<file path="src/rtl/rd_pkg.sv">
`default_nettype none

package rd_pkg;

    // ram word layout.
    localparam int dn = 8;             // lanes per ram word.
    localparam int dw = 8;             // bits per lane.

    // picture store word layout.
    localparam int dw0 = 16;           // one rgb565 pixel.

    localparam int ifw = 4;            // info word width.
    localparam int aw_def = 13;        // default address width.

    // eight lanes of eight bits, lane 0 in the low byte.
    typedef logic [dn*dw-1:0] lanes_t;

    // rgb565, red in the top five bits.
    typedef logic [dw0-1:0] pixel_t;

    // bit 3 picks the memory, bits 2:0 the channel count (0 = all).
    typedef logic [ifw-1:0] info_t;

    typedef logic [7:0] len_t;         // burst length minus one.

endpackage

`default_nettype wire

</file>
<file path="src/rtl/rd_addr_gen.sv">
`timescale 1ns/1ps
`default_nettype none

module rd_addr_gen import rd_pkg::*; #(
    parameter int aw = aw_def
) (
    input  wire logic          clk,
    input  wire logic          rst_n,

    input  wire logic [aw-1:0] cmd_base,
    input  wire len_t          cmd_len,
    input  wire info_t         cmd_info,
    input  wire logic          cmd_valid,
    output logic               cmd_ready,

    output logic      [aw-1:0] addr,
    output logic               addr_first,
    output logic               addr_last,
    output logic               addr_valid,
    input  wire logic          addr_ready,

    output info_t              info,
    input  wire logic          done
);

    typedef enum logic [1:0] {
        idle,
        issue,
        drain
    } state_t;

    state_t state;
    len_t   remain;                    // addresses left after the current one.

    // one command at a time; the next waits for rd_last.
    assign cmd_ready = (state == idle);

    always_ff @(posedge clk or negedge rst_n) begin
        if (!rst_n) begin
            state      <= idle;
            addr_valid <= 1'b0;
            info       <= '0;
        end else begin
            case (state)
                idle: begin
                    if (cmd_valid) begin
                        state      <= issue;
                        addr_valid <= 1'b1;
                        info       <= cmd_info;     // held until done.
                    end
                end
                issue: begin
                    if (addr_ready && addr_last) begin
                        state      <= drain;
                        addr_valid <= 1'b0;
                    end
                end
                drain: begin
                    if (done) begin
                        state <= idle;
                    end
                end
                default: state <= idle;
            endcase
        end
    end

    always_ff @(posedge clk) begin
        if (cmd_valid && cmd_ready) begin
            addr       <= cmd_base;
            remain     <= cmd_len;
            addr_first <= 1'b1;
            addr_last  <= (cmd_len == '0);
        end else if (addr_valid && addr_ready && !addr_last) begin
            addr       <= addr + 1'b1;          // wraps at the memory size.
            remain     <= remain - 1'b1;
            addr_first <= 1'b0;
            addr_last  <= (remain == 8'd1);
        end
    end

endmodule

`default_nettype wire

</file>
<file path="config.mk">
export PLATFORM = sky130hd
export DESIGN_NAME = rd_addr_gen
export DESIGN_NICKNAME = d
export VERILOG_FILES = /design/src/rtl/rd_pkg.sv /design/src/rtl/rd_addr_gen.sv
export SDC_FILE = /design/constraint.sdc
export NUM_CORES = 1
export LEC_CHECK = 0
export BUFFER_PORTS_ARGS = -buffer_cell sky130_fd_sc_hd__buf_2
export CAP_MARGIN = 20
export CORE_MARGIN = 4
export CORE_UTILIZATION = 45
export DETAILED_ROUTE_END_ITERATION = 7
export GPL_TIMING_DRIVEN = 0
export PLACE_DENSITY = 0.75
export SKIP_LAST_GASP = 1
export SLEW_MARGIN = 15
export SYNTH_ARGS = -nofsm -noshare
export SYNTH_HDL_FRONTEND = slang
export SYNTH_SLANG_ARGS = --single-unit
</file>
<file path="constraint.sdc">
create_clock -name clk -period 1.8 [get_ports clk]
set_clock_uncertainty 0.15 [all_clocks]
set_input_delay 0.36 -clock clk [delete_from_list [all_inputs] [get_ports clk]]
set_output_delay 0.36 -clock clk [all_outputs]
set_load 0.05 [all_outputs]
</file>
==> results.ini <==
[status]
outcome = complete, no violations

[placed_design]
globalplace.congestion = 0.772
post-dp-hpwl_um = 2540
place_area_sq_um = 1960
dp.cells = 258
io_buffers = 50

[route]
routed_wirelength_um = 3430
drt_drc_violations_left = 0
num_vias = 1337
drtIter0Drc = 53
ant_nets = 0
wire_per_inst_um = 12.8
via_per_inst = 5.01
dr.pass1.iters = 4

[finish]
nets = 253
stdcell_area_sq_um = 2060
n_antenna_cell = 0
finalNonFillerCells = 267
syn_to_final_growth_pct = 27.9
drive_above_1_share_pct = 33.5

[clocking]
clk_latency_ns = 0.33
numCtsBuffers = 5
cts.sinks = 30
ctsLongestPathBuffers = 2
clk_pin_slew_ns = 0.10
htreeDepth = 2
cts_tree = built
root_buffer = clkbuf_4

[worst_setup_path]
crit_chain = nor2_4, buf_2
cp_slowest_stage_delay_ns = 0.48
worstPathRequired_ns = 1.29
endpoint_kind = output pin
crit_path_max_fanout = 6
critPathLaunchType = flop
slowest_stage = dfrtp_1
worstSetupPathType = reg2out
arrival_ns = 1.20

[logic_synthesis]
synth_warnings = 0
synth_most_common_cell = nand2_1
synth.distinct_cells = 28
synth_nets = 195
synth.area.top_cells = edfxtp_1, dfrtp_1, nand2_1
synth-edff-count = 22
synth_top_area_share_pct = 41.1
synth-seq-area-share_pct = 53.2
ys_top_cells_by_count = nand2_1, edfxtp_1, o21ai_0, nor2_1, xnor2_1
synth_cells = 162
synthFlopType = edfxtp_1
netlist_area_sq_um = 1610
async_flop_share_pct = 23.3
yosys.area.top_type = edfxtp_1
synth_seq_cells = 30
avgSynthCellArea_sq_um = 9.93

[timing]
max_slew_margin_pct = 71.8
whs_ns = 0.0310
worstMarginPinSlew_ns = 0.420
finalCritPeriodShare_pct = 95.2
rsz0062_at_grt = no
max_freq_ghz = 0.584
final-max-slew-violation-count = 0
setup-violations-final = 0
tns_ns = 0
hold_viol_final = 0
fin_crit_ns = 1.71

[grt]
grt_max_degree = 23
grt_pass1_wl_um = 5510
grt_antenna_before_repair = 0
overflow = 0
grt.total_usage_pct = 16.4
grt_pass1_vias = 1227

[power_and_ir_drop]
switching_share_pct = 48.1
p_clk_share_pct = 13.9
p_int_uw = 1960
power_density_nw_per_um2 = 1840
seqPwrFrac_pct = 39.0
finalPower_uw = 3780
power.leakage_uw = 0.000838
ir_drop_mv = 1.12
power_frac_comb_pct = 47.0
switching_power_uw = 1820

[floorplanning]
num_rows = 21
die_x_um = 67.8
start_util_pct = 47.5
coreArea_sq_um = 3390
die_area_sq_um = 4600
fp.dieH_um = 67.8
ios = 51

[worst_hold_path]
hold_path_class = in2reg

[flow_run]
max_cap_violations = 0

## metrics by stage
step	setup WS [ns]	utilization, %
after floorplan	-0.0689	-
after global placement	0.0819	57.9
after detailed placement	0.0976	57.9
after CTS	0.0508	60.5
after global routing	0.0101	60.7
final	0.0871	60.7
## cells by family after synthesis
kind of cell,after synthesis,synth area share (%)
buf+inv,10,2.88
compound gates,26,8.71
fa+ha+maj,3,2.33
xor+xnor,17,9.25
flops,30,53.2
simple gates,76,23.6
## timing repair
action,in CTS,in global routing
resized for setup,0,1
setup buffers,0,0
hold buffers,1,0
setup endpoints to repair,0,22
hold endpoints to repair,7,0
## area by class of cell
| cell class | instances | area, sq um |
|---|---|---|
| Inverter | 5 | 18.8 |
| Clock inverter | 3 | 40.0 |
| Sequential cell | 30 | 856 |
| Tap cell | 46 | 57.6 |
| Multi-Input combinational cell | 122 | 761 |
| Clock buffer | 5 | 37.5 |
| Timing Repair Buffer | 51 | 260 |
| Buffer | 5 | 27.5 |
| Fill cell | 300 | 1330 |
## layer usage
metal	global-route usage, %	wire [um]	vias to the layer above
met1	21.4	1530	615
met4	8.19	57	0
met3	5.66	227	6
met2	24.3	1610	36
met5	0	0	-
li1	-	-	680
## flip-flops by register name (all words and copies together) (netlist names)
name and flops:
addr_last 1, state 2, remain 8, addr 13
addr_first 1, addr_valid 1, info 4
## worst paths after layout
| kind | slack (ns) | end | cells past startpoint | startpoint |
|---|---|---|---|---|
| min | 0.03 | state[1]$_DFFE_PN0P_ | 2 | done |
| max in group asynchronous | 1.13 | info[3]$_DFFE_PN0P_ | 2 | rst_n |
| min in group asynchronous | 0.21 | info[1]$_DFFE_PN0P_ | 2 | rst_n |
| max reg2reg | 0.14 | remain[7]$_DFFE_PP_ | 4 | remain[2]$_DFFE_PP_ |
| max | 0.09 | cmd_ready | 2 | state[0]$_DFFE_PN0P_ |
| min reg2reg | 0.31 | addr_first$_SDFFE_PP1P_ | 2 | addr_first$_SDFFE_PP1P_ |
## power groups by stage
| stage | Sequential [uW] | Combinational (uW) | Clock [uW] |
|---|---|---|---|
| 6_report | 1480 | 1780 | 528 |
| 5_1_grt | 1520 | 1930 | 574 |
| 4_1_cts | 1480 | 1790 | 535 |
| 3_5_place_dp | 1490 | 1780 | 0 |
| 3_3_place_gp | 1480 | 1750 | 0 |
| 2_1_floorplan | 2070 | 771 | 0 |
## cells in the final DEF, fill, tap and decap left out, drive strengths merged
cell,netlist,layout
clkbuf,0,5
nand4b,1,1
edfxtp,22,22
dfxtp,1,1
buf,5,55
nand4,2,2
o31ai,1,1
nor2,11,11
xor2,6,6
a21oi,6,6
nand3b,2,2
xnor2,11,11
bufinv,0,1
ha,3,3
nor4,4,4
o21ai,18,18
dfrtp,7,7
and2,1,1
nand3,7,7
a311oi,1,1
clkinv,0,2
nand2,42,42
inv,5,5
nor3,6,6
dlygate4sd3,0,1
## critical path: cells and delay by family (launching register included)
family	cells	cell delay [ns]
DFF	1	0.48
and+or+nand+nor	1	0.12
buffers and inverters	1	0.27
No activity file was read; power rests on OpenSTA's default activity.
