### config.mk
export PLATFORM = sky130hd
export DESIGN_NAME = rmux
export DESIGN_NICKNAME = d
export VERILOG_FILES = /design/src/rtl/rd_pkg.sv /design/src/rtl/axi_frs.sv /design/src/rtl/rmux.sv
export SDC_FILE = /design/constraint.sdc
export NUM_CORES = 1
export LEC_CHECK = 0
export BUFFER_PORTS_ARGS = -buffer_cell sky130_fd_sc_hd__clkbuf_2
export CORE_ASPECT_RATIO = 0.7
export CORE_MARGIN = 5
export CORE_UTILIZATION = 30
export CTS_CLUSTER_DIAMETER = 100
export DETAILED_ROUTE_END_ITERATION = 10
export PLACE_DENSITY = 0.65
export SLEW_MARGIN = 20
export SYNTH_ARGS = -nofsm -noshare
export SYNTH_HDL_FRONTEND = slang
export SYNTH_HIERARCHICAL = 1
export SYNTH_SLANG_ARGS = --single-unit
### constraint.sdc
create_clock -name clk -period 2 [get_ports clk]
set_input_delay 0.6 -clock clk [delete_from_list [all_inputs] [get_ports clk]]
set_output_delay 0.6 -clock clk [all_outputs]
set_load 0.02 [all_outputs]
### src/rtl/rd_pkg.sv
`default_nettype none

package rd_pkg;

    // ram word layout.
    localparam int dn = 8;             // lanes per ram word.
    localparam int dw = 8;             // bits per lane.

    // picture store word layout.
    localparam int dw0 = 16;           // one rgb565 pixel.

    localparam int ifw = 4;            // info word width.
    localparam int aw_def = 13;        // default address width.

    // eight lanes of eight bits, lane 0 in the low byte.
    typedef logic [dn*dw-1:0] lanes_t;

    // rgb565, red in the top five bits.
    typedef logic [dw0-1:0] pixel_t;

    // bit 3 picks the memory, bits 2:0 the channel count (0 = all).
    typedef logic [ifw-1:0] info_t;

    typedef logic [7:0] len_t;         // burst length minus one.

endpackage

`default_nettype wire

### src/rtl/axi_frs.sv
`timescale 1ns/1ps
`default_nettype none

module axi_frs #(
    parameter int dw_bus = 8
) (
    input  wire logic              clk,
    input  wire logic              rst_n,

    input  wire logic [dw_bus-1:0] m_data,
    input  wire logic              m_valid,
    output logic                   m_ready,

    output logic      [dw_bus-1:0] s_data,
    output logic                   s_valid,
    input  wire logic              s_ready
);

    // free when empty or when the held word leaves this cycle.
    assign m_ready = ~s_valid | s_ready;

    always_ff @(posedge clk or negedge rst_n) begin
        if (!rst_n) begin
            s_valid <= 1'b0;
        end else if (m_ready) begin
            s_valid <= m_valid;
        end
    end

    always_ff @(posedge clk) begin
        if (m_valid && m_ready) begin
            s_data <= m_data;
        end
    end

endmodule

`default_nettype wire

### src/rtl/rmux.sv
`timescale 1ns/1ps
`default_nettype none

module rmux import rd_pkg::*; #(
    parameter int aw = aw_def
) (
    input  wire logic          clk,
    input  wire logic          rst_n,

    input  wire info_t         info,

    input  wire logic [aw-1:0] m_addr,
    input  wire logic          m_addr_first,
    input  wire logic          m_addr_last,
    input  wire logic          m_addr_valid,
    output logic               m_addr_ready,

    output logic      [aw-1:0] s_addr0,        // ram.
    output logic               s_addr_first0,
    output logic               s_addr_last0,
    output logic               s_addr_valid0,
    input  wire logic          s_addr_ready0,

    output logic      [aw-1:0] s_addr1,        // picture store.
    output logic               s_addr_first1,
    output logic               s_addr_last1,
    output logic               s_addr_valid1,
    input  wire logic          s_addr_ready1,

    input  wire lanes_t        m_data0,
    input  wire logic          m_data_first0,
    input  wire logic          m_data_last0,
    input  wire logic          m_data_valid0,
    output logic               m_data_ready0,

    input  wire pixel_t        m_data1,
    input  wire logic          m_data_first1,
    input  wire logic          m_data_last1,
    input  wire logic          m_data_valid1,
    output logic               m_data_ready1,

    output lanes_t             s_data,
    output logic               s_data_first,
    output logic               s_data_last,
    output logic               s_data_valid,
    input  wire logic          s_data_ready
);

    logic          mem_sel;
    logic          mem_sel_r;
    logic [2:0]    channel;
    logic [dn-1:0] channel_en;

    logic [aw+1:0] addr_bus;
    logic [aw+1:0] addr_bus0;
    logic [aw+1:0] addr_bus1;
    logic          addr_valid0;
    logic          addr_valid1;
    logic          addr_ready0;
    logic          addr_ready1;

    lanes_t        pic_lanes;
    lanes_t        data_sel;
    lanes_t        data_masked;
    logic          first_sel;
    logic          last_sel;
    logic          valid_sel;
    logic          ready_sel;
    logic [dn*dw+1:0] data_bus_in;
    logic [dn*dw+1:0] data_bus_out;

    assign mem_sel = info[3];
    assign channel = info[2:0];

    // address side, steered by the live info bit.
    assign addr_bus     = {m_addr, m_addr_first, m_addr_last};
    assign addr_valid0  = m_addr_valid & ~mem_sel;
    assign addr_valid1  = m_addr_valid & mem_sel;
    assign m_addr_ready = mem_sel ? addr_ready1 : addr_ready0;

    axi_frs #(.dw_bus(aw + 2)) u_frs_addr0 (
        .clk     (clk),
        .rst_n   (rst_n),
        .m_data  (addr_bus),
        .m_valid (addr_valid0),
        .m_ready (addr_ready0),
        .s_data  (addr_bus0),
        .s_valid (s_addr_valid0),
        .s_ready (s_addr_ready0)
    );

    axi_frs #(.dw_bus(aw + 2)) u_frs_addr1 (
        .clk     (clk),
        .rst_n   (rst_n),
        .m_data  (addr_bus),
        .m_valid (addr_valid1),
        .m_ready (addr_ready1),
        .s_data  (addr_bus1),
        .s_valid (s_addr_valid1),
        .s_ready (s_addr_ready1)
    );

    assign {s_addr0, s_addr_first0, s_addr_last0} = addr_bus0;
    assign {s_addr1, s_addr_first1, s_addr_last1} = addr_bus1;

    // return side uses a delayed copy so it lines up with reader data.
    always_ff @(posedge clk or negedge rst_n) begin
        if (!rst_n) begin
            mem_sel_r <= 1'b0;
        end else begin
            mem_sel_r <= mem_sel;
        end
    end

    // lanes: blue, green, red, then zeros.
    assign pic_lanes = {{((dn - 3) * dw){1'b0}},
                        m_data1[15:11], 3'b000,
                        m_data1[10:5],  2'b00,
                        m_data1[4:0],   3'b000};

    assign data_sel      = mem_sel_r ? pic_lanes     : m_data0;
    assign first_sel     = mem_sel_r ? m_data_first1 : m_data_first0;
    assign last_sel      = mem_sel_r ? m_data_last1  : m_data_last0;
    assign valid_sel     = mem_sel_r ? m_data_valid1 : m_data_valid0;
    assign m_data_ready0 = ~mem_sel_r & ready_sel;
    assign m_data_ready1 = mem_sel_r & ready_sel;

    // channel count 0 keeps every lane.
    always_comb begin
        for (int i = 0; i < dn; i++) begin
            channel_en[i] = (channel == 3'd0) || (i < channel);
        end
    end

    for (genvar g = 0; g < dn; g++) begin : g_lane
        assign data_masked[g*dw +: dw] = channel_en[g] ? data_sel[g*dw +: dw] : '0;
    end

    assign data_bus_in = {data_masked, first_sel, last_sel};

    axi_frs #(.dw_bus(dn * dw + 2)) u_frs_data (
        .clk     (clk),
        .rst_n   (rst_n),
        .m_data  (data_bus_in),
        .m_valid (valid_sel),
        .m_ready (ready_sel),
        .s_data  (data_bus_out),
        .s_valid (s_data_valid),
        .s_ready (s_data_ready)
    );

    assign {s_data, s_data_first, s_data_last} = data_bus_out;

endmodule

`default_nettype wire

==> results of run 1 <==
[critical path, cell delays in order, from the launching register on]
cell      delay (ns)
dfrtp_2         0.44
buf_12          0.21
and2_1          0.15
clkbuf_2        0.16
[routing by layer]
| metal | vias to the layer above | GRT usage [%] | share of wire (%) |
|---|---|---|---|
| li1 | 1280 | - | - |
| met1 | 1264 | 14.5 | 41 |
| met2 | 113 | 21.3 | 49 |
| met3 | 12 | 5.66 | 8.4 |
| met4 | 0 | 4.36 | 1.4 |
| met5 | - | 0 | 0 |
[sequential cells by signal (all words and copies together), names as in the netlist]
signal and flops:
u_frs_data/s_data 66, u_frs_addr0/s_data 15, u_frs_addr1/s_data 15, mem_sel_r 1
u_frs_addr0/s_valid 1, u_frs_addr1/s_valid 1, u_frs_data/s_valid 1
[synth_stat cells (all sizes together), types with 4 or more instances]
| master | n |
|---|---|
| and2 | 13 |
| mux2i | 11 |
| nor3b | 11 |
| inv | 9 |
| buf | 6 |
| a21oi | 8 |
| a211oi | 8 |
| dfrtp | 4 |
| edfxtp | 96 |
| mux2 | 9 |
| clkbuf | 6 |
| nor2 | 6 |
| nor2b | 5 |
| nand2b | 9 |
| a21boi | 16 |
[area by class of cell]
class / count / area [sq um] / share of cell area [%]
clock buffers: 11 / 233 / 4.25
repair buffers: 219 / 1140 / 20.9
multi-input cells: 104 / 805 / 14.7
well taps: 162 / 203 / 3.70
inverters: 9 / 33.8 / 0.617
flip-flops and latches: 100 / 2980 / 54.5
clock inverters: 4 / 75.1 / 1.37
[stage by stage]
step	hold slack [ns]	power, uW	util, %
2_1_floorplan	0.304	2890	-
3_3_place_gp	0.424	3170	41.0
3_5_place_dp	0.425	3180	41.0
4_1_cts	0.0600	4990	43.4
5_1_grt	0.0603	5120	43.6
6_report	0.0720	4920	43.6
[worst max-delay path by stage]
stage / from / to
4_1_cts: mem_sel_r / m_data_ready1
3_5_place_dp: m_data_valid1 / u_frs_data/s_data[53]
6_report: mem_sel_r / m_data_ready1
3_3_place_gp: m_data_valid0 / u_frs_data/s_data[53]
5_1_grt: mem_sel_r / m_data_ready1
2_1_floorplan: mem_sel_r / m_data_ready1
[cell families (layout without fill, tap and decap cells)]
family / count (synthesis) / in the layout / share of synthesized area (%)
AOI/OAI and AO/OA: 34 / 34 / 6.14
xor gates and xnor gates: 1 / 1 / 0.225
buffers and inverters: 21 / 243 / 2.70
DFF: 100 / 100 / 76.6
muxes: 20 / 20 / 5.43
and+or+nand+nor: 49 / 49 / 8.87
[where the power goes]
group	switching, uW	internal [uW]	total [uW]
clock network	694	1090	1780
logic	395	241	636
registers	41.4	2460	2500
==> impl_metrics.py, run 1 <==
metrics = {
    "outcome": {
        "outcome": "finished clean",
    },
    "cts": {
        "clkSinkCount": 100,
        "cts_tree": "built",
        "cts_setup_buffers": 0,
        "clk_pin_slew_ns": 0.06,
        "htree_levels": 3,
        "cts_made_buffers": 9,
        "cts_root_buffer": "clkbuf_16",
        "cts_buffer_depth": 2,
        "clk_latency_ns": 0.33,
        "cts_resized": 0,
        "cts_hold_buf": 0,
    },
    "yosys": {
        "netlist_area_sq_um": 3890,
        "postSynthAreaPerCell_sq_um": 17.3,
        "synth_top_cell_area_share_pct": 74.1,
        "synth_flop_cell": "edfxtp_1",
        "synth_warnings": 6,
        "syn_inst": 225,
        "ys_ff_latch": 100,
        "syn_nets": 336,
        "yosysUniqueCellTypes": 29,
        "synth_area_leader_cell": "edfxtp_1",
        "synth_area_leaders": "edfxtp_1 74%, mux2i_1 2.8%, mux2_2 2.6%",
        "synthArstFlopShare_pct": 4.00,
        "synth_seq_area_share_pct": 76.6,
        "synth-edff-count": 96,
    },
    "timing": {
        "fin_skew_ns": 0.00411,
        "tightest_slew_ns": 0.892,
        "finalWorstSetupSlack_ns": 0.0960,
        "hold_viol": 0,
        "slew_headroom_pct": 40.5,
        "fin_crit_sh_pct": 95.2,
        "final.min_clock_period_ns": 1.90,
        "setup_tns_ns": 0,
        "timing.fmax_mhz": 525,
        "rsz0062_at_grt": "no",
        "setup_viol": 0,
        "slew_violations": 0,
    },
    "worst_setup_path": {
        "cp_max_fo": 24,
        "r2r_slack_ns": 0.16,
        "reg2regPathDepth": 2,
        "critical_path_class": "flop to output pin",
        "worst_ep_required_time_ns": 1.40,
        "cp-end-kind": "output pin",
        "rr_startpoint": "mem_sel_r",
        "r2r_end": "u_frs_data/s_data[57]",
        "worstPathArrival_ns": 1.30,
        "crit_path_start_kind": "flop",
    },
    "die": {
        "die_x_um": 146,
        "coreArea_sq_um": 12500,
        "die_height_um": 105,
        "num_io_pins": 213,
        "start_util_pct": 31.0,
        "dieArea_sq_um": 15400,
        "rows": 34,
    },
    "placed_design": {
        "dp_slack_ns": 0.0397,
        "hpwl_um": 7690,
        "port_buffers": 212,
        "dpl_cell_area_sq_um": 5140,
        "dp.cells": 593,
        "place_congestion": 0.730,
    },
    "route": {
        "drc": 0,
        "finalWirelength_um": 10000,
        "drt_iter0_drc": 122,
        "postRouteAntennaNets": 0,
        "viasPerCell": 4.38,
        "vias": 2669,
        "first_pass_iters": 5,
        "wl_per_cell_um": 16.5,
    },
    "layout": {
        "area_growth_pct": 40.7,
        "final_common_cell": "clkbuf_2",
        "stdcell_count": 609,
        "drive_above_1_share_pct": 56.2,
        "final_nets": 554,
        "postLayoutCellArea_sq_um": 5480,
        "mostFrequentLayoutCells": "212 x clkbuf_2, 96 x edfxtp_1, 11 x mux2i_1",
        "num-fill-cells": 1161,
        "antennaDiodeCount": 0,
    },
    "power_and_ir_drop": {
        "vdd_drop_max_v": 0.000389,
        "power-per-cell-area_nw_per_um2": 898,
        "power_leakage_uw": 0.00240,
    },
    "global_route": {
        "grtUsageTotal_pct": 12.7,
        "antenna_found_initial": 0,
        "grt_start_max_net_pins": 67,
        "grt_overflow": 0,
        "grt_pass1_wl_um": 15300,
        "first_global_vias": 2894,
    },
    "run": {
        "cap_viol_max_count": 0,
    },
    "hold_path": {
        "hold_path_class": "input port to async pin",
    },
}
No activity file was read; power rests on OpenSTA's default activity.
==> run 2, diff against run 1 <==
- SYNTH_HIERARCHICAL: 1 -> unset
==> impl_metrics.py, run 2 <==
metrics = {
    "timing": {
        "setup_viol": 0,
        "holdWs_ns": 0.0703,
        "fin_crit_sh_pct": 91.2,
        "timing.fmax_mhz": 548,
        "tightest_slew_ns": 0.447,
        "rsz0062_at_grt": "no",
        "hold_viol": 0,
        "final.min_clock_period_ns": 1.82,
        "fin_skew_ns": 0.00648,
        "setup_tns_ns": 0,
        "slew_headroom_pct": 70.1,
        "slew_violations": 0,
    },
    "outcome": {
        "outcome": "finished clean",
    },
    "die": {
        "num_io_pins": 213,
        "coreArea_sq_um": 12500,
        "die_x_um": 146,
        "die_height_um": 105,
        "start_util_pct": 30.8,
        "rows": 34,
        "dieArea_sq_um": 15300,
    },
    "layout": {
        "num-fill-cells": 1199,
        "largest_reg_flops": 66,
        "stdcell_count": 617,
        "final_nets": 562,
        "drive_above_1_share_pct": 55.6,
        "multiInputGateArea_sq_um": 778,
        "final_common_cell": "clkbuf_2",
        "regMostFlops": "u_frs_data.s_data",
        "area_growth_pct": 42.0,
        "top_regs": "u_frs_data.s_data x66, u_frs_addr0.s_data x15, u_frs_addr1.s_data x15",
        "ff_latch_area_sq_um": 2980,
        "antennaDiodeCount": 0,
        "postLayoutCellArea_sq_um": 5470,
        "fin_util_pct": 43.8,
        "mostFrequentLayoutCells": "212 x clkbuf_2, 96 x edfxtp_1, 11 x nor3b_1, 11 x inv_1, 11 x mux2i_1",
    },
    "yosys": {
        "synth_area_leaders": "edfxtp_1 75%, mux2i_1 3.1%, dfrtp_1 2.6%",
        "synth_warnings": 0,
        "syn_nets": 339,
        "postSynthAreaPerCell_sq_um": 16.9,
        "synth_top_cell_area_share_pct": 74.8,
        "synth-edff-count": 96,
        "netlist_area_sq_um": 3860,
        "syn_inst": 228,
        "synth_area_leader_cell": "edfxtp_1",
        "yosysUniqueCellTypes": 29,
        "yosysMostFrequentCell": "edfxtp_1",
        "synth_flop_cell": "edfxtp_1",
        "synthArstFlopShare_pct": 4.00,
        "ys_top_cells_by_count": "96 x edfxtp_1, 12 x mux2i_1, 11 x inv_1, 11 x nor3b_1, 10 x a21oi_1",
        "synth_seq_area_share_pct": 77.4,
        "ys_ff_latch": 100,
    },
    "route": {
        "wl_met2_um": 4720,
        "finalWirelength_um": 10200,
        "top_layer": "met4",
        "viasPerCell": 4.45,
        "first_pass_iters": 5,
        "drc": 0,
        "wl_met3_um": 922,
        "wl_met1_um": 4430,
        "postRouteAntennaNets": 0,
        "vias": 2743,
        "wl_per_cell_um": 16.5,
        "drt_iter0_drc": 110,
    },
    "power_and_ir_drop": {
        "power-per-cell-area_nw_per_um2": 882,
        "vdd_drop_max_v": 0.000498,
        "power_leakage_uw": 0.00240,
    },
    "worst_setup_path": {
        "worstPathArrival_ns": 1.22,
        "cp-end-kind": "output pin",
        "critical_path_class": "flop to output pin",
        "cp_slowest_cell": "dfrtp_1",
        "crit_path_start_kind": "flop",
        "critPathTopFamily": "flip-flops",
        "critPathMaxStageDelay_ns": 0.38,
        "worst_ep_required_time_ns": 1.40,
        "cp_cell_sequence": "nor2b_1, nor2_1, clkbuf_2",
        "cp_max_fo": 3,
        "critPathBufInv": 1,
    },
    "run": {
        "cap_viol_max_count": 0,
    },
    "placed_design": {
        "hpwl_um": 8120,
        "place_congestion": 0.757,
        "dpl_cell_area_sq_um": 5180,
        "dp.cells": 602,
        "port_buffers": 212,
    },
    "cts": {
        "cts_made_buffers": 9,
        "clkSinkCount": 100,
        "cts_hold_buf": 0,
        "htree_levels": 3,
        "clk_pin_slew_ns": 0.07,
        "cts_buffer_depth": 2,
        "cts_root_buffer": "clkbuf_16",
        "cts_tree": "built",
        "clk_latency_ns": 0.33,
        "cts_resized": 0,
        "cts_setup_buffers": 0,
    },
    "global_route": {
        "antenna_found_initial": 0,
        "grtUsageTotal_pct": 13.3,
        "grt_overflow": 0,
        "grt_start_max_net_pins": 38,
        "grt_pass1_wl_um": 16100,
        "first_global_vias": 2854,
    },
    "hold_path": {
        "hold_path_class": "input port to async pin",
    },
}
-- run 2: final cells by class --
cell class              instances  area share (%)
clock buffers                   9            4.11
clock inverters                 6            1.21
inverters                      11           0.754
multi-input cells             105            14.2
flip-flops and latches        100            54.5
well taps                     162            3.70
repair buffers                224            21.5
-- run 2: where the power goes --
part / internal, uW / leakage, uW / total, uW / switching (uW)
Combinational: 246 / 0.00129 / 645 / 399
Sequential: 2450 / 0.000975 / 2490 / 40.6
Clock: 962 / 0.000135 / 1690 / 724
-- run 2: kinds of logic after synthesis --
group	after synthesis	share of synthesized area [%]
XOR/XNOR	1	0.227
AND/OR/NAND/NOR	48	7.72
AO/OA/AOI/OAI	37	6.78
buffers and inverters	23	2.76
flip-flops	100	77.4
multiplexers	19	5.16
-- run 2: worst register-to-register path: stages, from the launching register on --
cell	delay (ns)
dfrtp_2	0.49
buf_4	0.24
nand4b_1	0.47
a21boi_0	0.30
-- run 2: metal layers --
metal / up-vias / track usage (%)
met2: 139 / 20.5
li1: 1298 / -
met1: 1298 / 17.5
met5: - / 0
met4: 0 / 3.40
met3: 8 / 5.37
-- run 2: worst paths after layout --
kind / slack (ns) / start / cells past startpoint / endpoint
setup / recovery: 0.18 / u_frs_data.s_valid / 3 / m_data_ready0
hold / removal: 0.07 / rst_n / 1 / u_frs_addr1.s_valid
setup reg to reg: 0.35 / mem_sel_r / 3 / u_frs_data.s_data[53]
hold reg to reg: 0.54 / u_frs_data.s_valid / 2 / u_frs_data.s_valid
max in group asynchronous: 1.78 / rst_n / 1 / mem_sel_r
min in group clk: 0.43 / info[3] / 1 / mem_sel_r
-- run 2: through the flow --
step	setup slack, ns	total power (uW)
after floorplan	-0.121	2880
after global placement	0.200	3180
after detailed placement	0.154	3200
after CTS	0.159	4900
after global routing	0.114	5040
final	0.176	4830
